### src/hdl/core_pkg.sv
package core_pkg;

	// datapath and register index widths
	localparam int xlen = 32;
	localparam int reg_addr_w = 5;

	typedef logic [xlen-1:0] word_t;
	typedef logic [reg_addr_w-1:0] reg_addr_t;

	// first fetch address after reset
	localparam word_t reset_pc = 32'h0000_0000;

	// addi x0, x0, 0
	localparam word_t nop_instr = 32'h0000_0013;

	// major opcodes of the supported subset
	typedef enum logic [6:0] {
		op_rtype  = 7'b0110011,
		op_imm    = 7'b0010011,
		op_load   = 7'b0000011,
		op_store  = 7'b0100011,
		op_branch = 7'b1100011,
		op_jal    = 7'b1101111
	} opcode_e;

	// funct3 codes for r-type and addi
	localparam logic [2:0] f3_add_sub = 3'b000;
	localparam logic [2:0] f3_slt     = 3'b010;
	localparam logic [2:0] f3_xor     = 3'b100;
	localparam logic [2:0] f3_or      = 3'b110;
	localparam logic [2:0] f3_and     = 3'b111;

	// funct7 that turns add into sub
	localparam logic [6:0] f7_sub = 7'b0100000;

	typedef enum logic [2:0] {
		alu_add,
		alu_sub,
		alu_and,
		alu_or,
		alu_xor,
		alu_slt
	} alu_op_e;

endpackage

### src/hdl/decode_stage.sv
`timescale 1ns/1ps

module decode_stage import core_pkg::*; (
	input  logic      clock,
	input  logic      reset,
	input  word_t     if_pc,
	input  word_t     if_instr,
	input  logic      branch_taken,
	input  reg_addr_t wb_rd,
	input  logic      wb_reg_write,
	input  word_t     wb_data,
	output logic      stall,
	output logic      jump,
	output word_t     jump_target,
	output word_t     id_pc,
	output word_t     id_rs1_data,
	output word_t     id_rs2_data,
	output reg_addr_t id_rs1,
	output reg_addr_t id_rs2,
	output reg_addr_t id_rd,
	output word_t     id_imm,
	output alu_op_e   id_alu_op,
	output logic      id_use_imm,
	output logic      id_mem_read,
	output logic      id_mem_write,
	output logic      id_reg_write,
	output logic      id_is_branch
);

	word_t regs [0:31];

	opcode_e opcode;
	word_t imm_i, imm_s, imm_b, imm_j;
	word_t imm, rs1_data, rs2_data;
	reg_addr_t rs1, rs2, rd;
	alu_op_e alu_op;
	logic use_rs1, use_rs2, use_imm;
	logic mem_read, mem_write, reg_write, is_branch, is_jal;
	logic bubble;

	assign opcode = opcode_e'(if_instr[6:0]);

	assign imm_i = {{20{if_instr[31]}}, if_instr[31:20]};
	assign imm_s = {{20{if_instr[31]}}, if_instr[31:25], if_instr[11:7]};
	assign imm_b = {{19{if_instr[31]}}, if_instr[31], if_instr[7],
		if_instr[30:25], if_instr[11:8], 1'b0};
	assign imm_j = {{11{if_instr[31]}}, if_instr[31], if_instr[19:12],
		if_instr[20], if_instr[30:21], 1'b0};

	always_comb begin
		imm       = '0;
		alu_op    = alu_add;
		use_rs1   = 1'b0;
		use_rs2   = 1'b0;
		use_imm   = 1'b0;
		mem_read  = 1'b0;
		mem_write = 1'b0;
		reg_write = 1'b0;
		is_branch = 1'b0;
		is_jal    = 1'b0;
		case (opcode)
			op_rtype: begin
				use_rs1   = 1'b1;
				use_rs2   = 1'b1;
				reg_write = 1'b1;
				case (if_instr[14:12])
					f3_add_sub: alu_op = (if_instr[31:25] == f7_sub) ? alu_sub : alu_add;
					f3_slt: alu_op = alu_slt;
					f3_xor: alu_op = alu_xor;
					f3_or: alu_op = alu_or;
					f3_and: alu_op = alu_and;
					default: reg_write = 1'b0;
				endcase
			end
			op_imm: begin
				// addi only
				use_rs1   = 1'b1;
				use_imm   = 1'b1;
				imm       = imm_i;
				reg_write = (if_instr[14:12] == f3_add_sub);
			end
			op_load: begin
				use_rs1   = 1'b1;
				use_imm   = 1'b1;
				imm       = imm_i;
				mem_read  = 1'b1;
				reg_write = 1'b1;
			end
			op_store: begin
				use_rs1   = 1'b1;
				use_rs2   = 1'b1;
				use_imm   = 1'b1;
				imm       = imm_s;
				mem_write = 1'b1;
			end
			op_branch: begin
				use_rs1   = 1'b1;
				use_rs2   = 1'b1;
				imm       = imm_b;
				is_branch = 1'b1;
			end
			op_jal: begin
				// link value rides down as x0 + (pc + 4)
				is_jal    = 1'b1;
				use_imm   = 1'b1;
				imm       = if_pc + word_t'(4);
				reg_write = 1'b1;
			end
			default: begin
			end
		endcase
	end

	// unused fields collapse to x0 so they never match a hazard
	assign rs1 = use_rs1 ? if_instr[19:15] : '0;
	assign rs2 = use_rs2 ? if_instr[24:20] : '0;
	assign rd  = reg_write ? if_instr[11:7] : '0;

	// register file with write-through to the read ports
	always_ff @(posedge clock) begin
		if (wb_reg_write && wb_rd != '0) begin
			regs[wb_rd] <= wb_data;
		end
	end

	assign rs1_data = (rs1 == '0) ? '0 :
		(wb_reg_write && wb_rd == rs1) ? wb_data : regs[rs1];
	assign rs2_data = (rs2 == '0) ? '0 :
		(wb_reg_write && wb_rd == rs2) ? wb_data : regs[rs2];

	// load in execute feeding the instruction in decode
	assign stall = id_mem_read && id_rd != '0 &&
		((use_rs1 && rs1 == id_rd) || (use_rs2 && rs2 == id_rd));

	assign jump        = is_jal;
	assign jump_target = if_pc + imm_j;
	assign bubble      = stall || branch_taken;

	// ID/EX control
	always_ff @(posedge clock or negedge reset) begin
		if (!reset) begin
			id_rs1       <= '0;
			id_rs2       <= '0;
			id_rd        <= '0;
			id_mem_read  <= 1'b0;
			id_mem_write <= 1'b0;
			id_reg_write <= 1'b0;
			id_is_branch <= 1'b0;
		end else if (bubble) begin
			id_rs1       <= '0;
			id_rs2       <= '0;
			id_rd        <= '0;
			id_mem_read  <= 1'b0;
			id_mem_write <= 1'b0;
			id_reg_write <= 1'b0;
			id_is_branch <= 1'b0;
		end else begin
			id_rs1       <= rs1;
			id_rs2       <= rs2;
			id_rd        <= rd;
			id_mem_read  <= mem_read;
			id_mem_write <= mem_write;
			id_reg_write <= reg_write;
			id_is_branch <= is_branch;
		end
	end

	// ID/EX payload
	always_ff @(posedge clock) begin
		id_pc       <= if_pc;
		id_rs1_data <= rs1_data;
		id_rs2_data <= rs2_data;
		id_imm      <= imm;
		id_alu_op   <= alu_op;
		id_use_imm  <= use_imm;
	end

endmodule

### src/hdl/execute_stage.sv
`timescale 1ns/1ps

module execute_stage import core_pkg::*; (
	input  logic      clock,
	input  logic      reset,
	input  word_t     id_pc,
	input  word_t     id_rs1_data,
	input  word_t     id_rs2_data,
	input  reg_addr_t id_rs1,
	input  reg_addr_t id_rs2,
	input  reg_addr_t id_rd,
	input  word_t     id_imm,
	input  alu_op_e   id_alu_op,
	input  logic      id_use_imm,
	input  logic      id_mem_read,
	input  logic      id_mem_write,
	input  logic      id_reg_write,
	input  logic      id_is_branch,
	input  reg_addr_t wb_rd,
	input  logic      wb_reg_write,
	input  word_t     wb_data,
	output logic      branch_taken,
	output word_t     branch_target,
	output word_t     ex_alu_result,
	output word_t     ex_store_data,
	output reg_addr_t ex_rd,
	output logic      ex_mem_read,
	output logic      ex_mem_write,
	output logic      ex_reg_write
);

	word_t fwd_a, fwd_b;
	word_t alu_b, alu_result;
	logic less_than;

	// youngest producer first, then writeback, then the decode read
	assign fwd_a = (ex_reg_write && ex_rd != '0 && ex_rd == id_rs1) ? ex_alu_result :
		(wb_reg_write && wb_rd != '0 && wb_rd == id_rs1) ? wb_data : id_rs1_data;
	assign fwd_b = (ex_reg_write && ex_rd != '0 && ex_rd == id_rs2) ? ex_alu_result :
		(wb_reg_write && wb_rd != '0 && wb_rd == id_rs2) ? wb_data : id_rs2_data;

	assign alu_b     = id_use_imm ? id_imm : fwd_b;
	assign less_than = $signed(fwd_a) < $signed(alu_b);

	always_comb begin
		case (id_alu_op)
			alu_add: alu_result = fwd_a + alu_b;
			alu_sub: alu_result = fwd_a - alu_b;
			alu_and: alu_result = fwd_a & alu_b;
			alu_or: alu_result = fwd_a | alu_b;
			alu_xor: alu_result = fwd_a ^ alu_b;
			alu_slt: alu_result = {{(xlen-1){1'b0}}, less_than};
			default: alu_result = fwd_a + alu_b;
		endcase
	end

	// beq resolves here
	assign branch_taken  = id_is_branch && (fwd_a == fwd_b);
	assign branch_target = id_pc + id_imm;

	// EX/MEM control
	always_ff @(posedge clock or negedge reset) begin
		if (!reset) begin
			ex_rd        <= '0;
			ex_mem_read  <= 1'b0;
			ex_mem_write <= 1'b0;
			ex_reg_write <= 1'b0;
		end else begin
			ex_rd        <= id_rd;
			ex_mem_read  <= id_mem_read;
			ex_mem_write <= id_mem_write;
			ex_reg_write <= id_reg_write;
		end
	end

	// EX/MEM payload
	always_ff @(posedge clock) begin
		ex_alu_result <= alu_result;
		ex_store_data <= fwd_b;
	end

endmodule

### src/hdl/fetch_stage.sv
`timescale 1ns/1ps

module fetch_stage import core_pkg::*; (
	input  logic  clock,
	input  logic  reset,
	input  logic  stall,
	input  logic  jump,
	input  word_t jump_target,
	input  logic  branch_taken,
	input  word_t branch_target,
	input  word_t instr,
	output word_t pc,
	output word_t if_pc,
	output word_t if_instr
);

	word_t next_pc;

	// a branch in execute is older than a jump in decode, so it wins
	always_comb begin
		if (branch_taken) begin
			next_pc = branch_target;
		end else if (jump) begin
			next_pc = jump_target;
		end else if (stall) begin
			next_pc = pc;
		end else begin
			next_pc = pc + word_t'(4);
		end
	end

	always_ff @(posedge clock or negedge reset) begin
		if (!reset) begin
			pc <= reset_pc;
		end else begin
			pc <= next_pc;
		end
	end

	// IF/ID register
	always_ff @(posedge clock or negedge reset) begin
		if (!reset) begin
			if_pc    <= reset_pc;
			if_instr <= nop_instr;
		end else if (branch_taken || jump) begin
			// squash the wrong-path fetch
			if_pc    <= pc;
			if_instr <= nop_instr;
		end else if (!stall) begin
			if_pc    <= pc;
			if_instr <= instr;
		end
	end

endmodule

### src/hdl/mem_writeback.sv
`timescale 1ns/1ps

module mem_writeback import core_pkg::*; (
	input  logic      clock,
	input  logic      reset,
	input  word_t     ex_alu_result,
	input  word_t     ex_store_data,
	input  reg_addr_t ex_rd,
	input  logic      ex_mem_read,
	input  logic      ex_mem_write,
	input  logic      ex_reg_write,
	input  word_t     data_in,
	output word_t     data_addr,
	output logic      ren,
	output logic      wen,
	output word_t     data_out,
	output reg_addr_t wb_rd,
	output logic      wb_reg_write,
	output word_t     wb_data
);

	logic wb_from_mem;
	word_t wb_load_data, wb_alu_result;

	// data memory answers in the same cycle
	assign data_addr = ex_alu_result;
	assign ren       = ex_mem_read;
	assign wen       = ex_mem_write;
	assign data_out  = ex_store_data;

	// MEM/WB control
	always_ff @(posedge clock or negedge reset) begin
		if (!reset) begin
			wb_rd        <= '0;
			wb_reg_write <= 1'b0;
			wb_from_mem  <= 1'b0;
		end else begin
			wb_rd        <= ex_rd;
			wb_reg_write <= ex_reg_write;
			wb_from_mem  <= ex_mem_read;
		end
	end

	// MEM/WB payload
	always_ff @(posedge clock) begin
		wb_load_data  <= data_in;
		wb_alu_result <= ex_alu_result;
	end

	// feeds the register file and the execute bypass
	assign wb_data = wb_from_mem ? wb_load_data : wb_alu_result;

endmodule

### src/hdl/pipeline_core.sv
`timescale 1ns/1ps

module pipeline_core import core_pkg::*; (
	input  logic  clock,
	input  logic  reset,
	output word_t pc,
	input  word_t instr,
	output word_t data_addr,
	output logic  ren,
	output logic  wen,
	output word_t data_out,
	input  word_t data_in
);

	// fetch to decode
	word_t if_pc, if_instr;

	// redirects and stall
	logic stall, jump, branch_taken;
	word_t jump_target, branch_target;

	// ID/EX
	word_t id_pc, id_rs1_data, id_rs2_data, id_imm;
	reg_addr_t id_rs1, id_rs2, id_rd;
	alu_op_e id_alu_op;
	logic id_use_imm, id_mem_read, id_mem_write, id_reg_write, id_is_branch;

	// EX/MEM
	word_t ex_alu_result, ex_store_data;
	reg_addr_t ex_rd;
	logic ex_mem_read, ex_mem_write, ex_reg_write;

	// MEM/WB
	reg_addr_t wb_rd;
	logic wb_reg_write;
	word_t wb_data;

	// port names match the wires above one to one
	fetch_stage fetch_stage_i (
		.*
	);

	decode_stage decode_stage_i (
		.*
	);

	execute_stage execute_stage_i (
		.*
	);

	mem_writeback mem_writeback_i (
		.*
	);

endmodule

### config.mk
export PLATFORM = sky130hd
export DESIGN_NAME = pipeline_core
export DESIGN_NICKNAME = d
export VERILOG_FILES = /design/src/hdl/core_pkg.sv /design/src/hdl/decode_stage.sv /design/src/hdl/execute_stage.sv /design/src/hdl/fetch_stage.sv /design/src/hdl/mem_writeback.sv /design/src/hdl/pipeline_core.sv
export SDC_FILE = /design/constraint.sdc
export NUM_CORES = 2
export LEC_CHECK = 0
export ABC_AREA = 1
export ABC_CLOCK_PERIOD_IN_PS = 9800
export BUFFER_PORTS_ARGS = -buffer_cell sky130_fd_sc_hd__buf_2
export CAP_MARGIN = 20
export CORE_MARGIN = 2
export CORE_UTILIZATION = 50
export CTS_CLUSTER_SIZE = 12
export DETAILED_ROUTE_END_ITERATION = 8
export PLACE_DENSITY = 0.66
export RECOVER_POWER = 100
export SYNTH_ARGS = -nofsm -noshare
export SYNTH_HDL_FRONTEND = slang
export SYNTH_SLANG_ARGS = --single-unit
### constraint.sdc
create_clock -name clock -period 9.8 [get_ports clock]
set_input_delay 0.98 -clock clock [delete_from_list [all_inputs] [get_ports clock]]
set_output_delay 0.98 -clock clock [all_outputs]
set_load 0.005 [all_outputs]
==> impl_metrics.tcl <==
set metrics [dict create \
    drv_cap 78 \
    yosys_warnings 0 \
    coreArea_um2 155800 \
    clockRootBuffer "clkbuf_16" \
    die_area_um2 159600 \
    post-place-ws_ns 3.828 \
    switching_share_pct 28.01 \
    portBuffers 163 \
    ys_ff_latch 1414 \
    overflow 0 \
    path_clk_slew_ns 0.06 \
    largest_register_ffs 1024 \
    cp.required_ns 10.46 \
    violations "max-capacitance violations, max-slew violations" \
    critPathMaxFanout 51 \
    post-route-period-util_pct 83.45 \
    clock-sinks 1414 \
    cts_made_buffers 159 \
    track_usage_pct 35.96 \
    final_cell_mix "nand2_1 (2396), edfxtp_1 (1024), inv_1 (1008)" \
    cts_resized 0 \
    power_frac_clock_pct 40.3 \
    power.total_w 0.01470 \
    crit_arrival_ns 8.83 \
    cts_hold_buf 0 \
    drtIter0Drc 9781 \
    path_cells "inv_1 > nand2_1 > nor2_1 > inv_2 > nand2_1 > nand2_8 > clkinvlp_2 > o21ai_0 > nor4_1 > nand2_2 > buf_4 > inv_1 > buf_4 > nand2_1 > a21oi_1" \
    synth-adder-area-share_pct 2.646 \
    drt_wl_total_mm 293.5 \
    r2r_end "decode_stage_i.id_rs2_data[22]" \
    hp-class "in -> reg" \
    cp.buffers_inverters 6 \
    crit_path_frequent_cell "nand2_1" \
    ir_drop_mv 0.1929 \
    grt_pass1_vias 65590 \
    synth_compound_area_share_pct 16.62 \
    path_class "reg -> reg" \
    stdcell_area_um2 85120 \
    rsz0062_at_grt "no" \
    max_stage_delay_ns 1.70 \
    h-tree-depth 4 \
    dr_total_vias 71080 \
    tightest_slew_ns 4.150 \
    cellInternalPower_w 0.01058 \
    synth_top_family_by_area "simple AND/OR/NAND/NOR gates" \
    cp_slowest_cell "clkinvlp_2" \
    setup_slack_ns 1.622 \
    clk_latency_ns 0.83 \
    boundaryPins 164 \
    placed_area_um2 80560 \
    setup_violations 0 \
    power_density_nw_per_um2 172.7 \
    initial_utilization_pct 50.19 \
    antenna_found_initial 8 \
    hold_viol 0 \
    clock_skew_ns 0.03811 \
    rr_worst_depth 15 \
    max_freq_mhz 122.3 \
    drcViolationCount 0 \
    async_flop_share_pct 9.194 \
    row_count 145 \
    min_path_cells 1 \
    hp-start "data_in[31]" \
    first_pass_iters 9 \
    p_comb_share_pct 12.3 \
    post-cts-setup-buffers 0 \
    avgSynthCellArea_um2 8.230 \
    muxShareOfSynthArea_pct 0.01280 \
    synth_edf_count 1024 \
    grt_max_degree 234 \
    via_per_inst 6.150 \
    area_growth_pct 8.823 \
    leakage_nw 36.01 \
    start_kind "flop" \
    clockBufferDepth 3 \
    tns_ns 0 \
    synthCells 9504 \
    reg2reg_from "fetch_stage_i.if_instr[4]" \
    nets 9595 \
    synth_xor_xnor_area_share_pct 1.084 \
    ant_nets 0 \
    min_to "mem_writeback_i.wb_load_data[31]" \
    drive_gt1_share_pct 4.729 \
    maxSlewViolCount 2151 \
    gp_congestion 0.9820 \
    cp-end-kind "flop" \
    rrSetupSlack_ns 1.62 \
    die-height_um 399.5 \
    regMostFlops "decode_stage_i.regs" \
    ys_seq_area_share_pct 50.13 \
    synth_cell_type_count 67 \
    p_seq_share_pct 47.4 \
    slew_headroom_pct -176.6 \
    cts_tree "yes" \
    grt_pass1_wl_mm 426.5 \
    synth-simple-area-share_pct 21.23 \
    hpwl_mm 182.0 \
    die_w_um 399.5 \
    syn_area_um2 78220 \
    synth_flop_cell "edfxtp_1" \
    cp_top_family "buffers and inverters" \
    layout_commonest_cell "nand2_1" \
    switchingPower_w 0.004118 \
    status "finished, violations left" \
    avgRoutedWirePerCell_um 25.40 \
    min_period_ns 8.178 \
]
area by class of cell:
cell class	instances	area, um2
tap	2058	2575
sequential	1414	39220
inverter	1027	3889
clock inverter	78	714.4
antenna	4	10.01
multi-input combinational	6468	32770
clock buffer	212	4365
timing repair buffer	296	1582
fill	14260	70720
worst max path at each step:
stage | from | end | slack [ns] | cells past startpoint
final | fetch_stage_i.if_instr[4] | decode_stage_i.id_rs2_data[22] | 1.62 | 15
after global routing | mem_writeback_i.wb_rd[3] | execute_stage_i.ex_alu_result[25] | 1.58 | 23
after CTS | mem_writeback_i.wb_rd[3] | execute_stage_i.ex_alu_result[20] | 3.80 | 25
after detailed placement | mem_writeback_i.wb_rd[3] | execute_stage_i.ex_alu_result[25] | 3.83 | 25
after global placement | mem_writeback_i.wb_rd[3] | execute_stage_i.ex_alu_result[20] | 3.93 | 25
after floorplan | mem_writeback_i.wb_from_mem | execute_stage_i.ex_alu_result[28] | 4.99 | 23
per-layer routing:
metal / GRT usage, % / vias up / share of wire [%]
li1: - / 32260 / -
met1: 50.77 / 33660 / 40
met2: 52.43 / 4342 / 42
met3: 7.159 / 810 / 12
met4: 18.29 / 2 / 5.7
met5: 0 / - / 0.0037
metrics by stage:
step           hold WS [ns]  util, %  std cells
6_report             0.2545    54.62      11560
4_1_cts              0.1251    54.95      11540
5_1_grt              0.2482    54.62      11550
3_3_place_gp         0.3462    51.68      11250
3_5_place_dp         0.3379    51.69      11250
2_1_floorplan        0.3312        -       9535
cell usage after synthesis (all sizes together) (36+ instances only):
cell type	number	area (um2)
o21ai	890	4454
a21oi	599	3032
dfxtp	260	5205
nor3	43	215.2
o22ai	36	225.2
nand4	125	782.0
ha	159	1989
xor2	69	611.8
inv	1024	3844
clkbuf	415	1558
nor2	440	1699
dfrtp	127	3178
edfxtp	1024	30750
buf	211	1059
o221ai	56	490.5
nand2	2405	9049
nand3	906	4582
o211ai	483	3626
worst reg2reg max path: stages (launching register included):
cell        delay [ns]
dfstp_1           0.55
inv_1             0.08
nand2_1           0.08
nor2_1            0.19
inv_2             0.11
nand2_1           1.43
nand2_8           1.23
clkinvlp_2        1.80
o21ai_0           0.65
nor4_1            0.13
nand2_2           0.07
buf_4             0.67
inv_1             0.40
buf_4             0.39
nand2_1           0.15
a21oi_1           0.11
cells by family after synthesis:
family	after synthesis
AOI/OAI and AO/OA	2214
muxes	1
xor gates and xnor gates	96
DFF	1414
other	1
buffers and inverters	1653
adders and majority gates	163
and+or+nand+nor	3962
power by group through the flow:
stage,clock (W),sequential (W),combinational [W]
finish,0.00592,0.00697,0.00181
global placement,0,0.00707,0.00176
global route,0.00619,0.00698,0.00200
detailed placement,0,0.00708,0.00178
CTS,0.00596,0.00695,0.00179
floorplan,0,0.00692,0.00120
No activity file was read; power rests on OpenSTA's default activity.
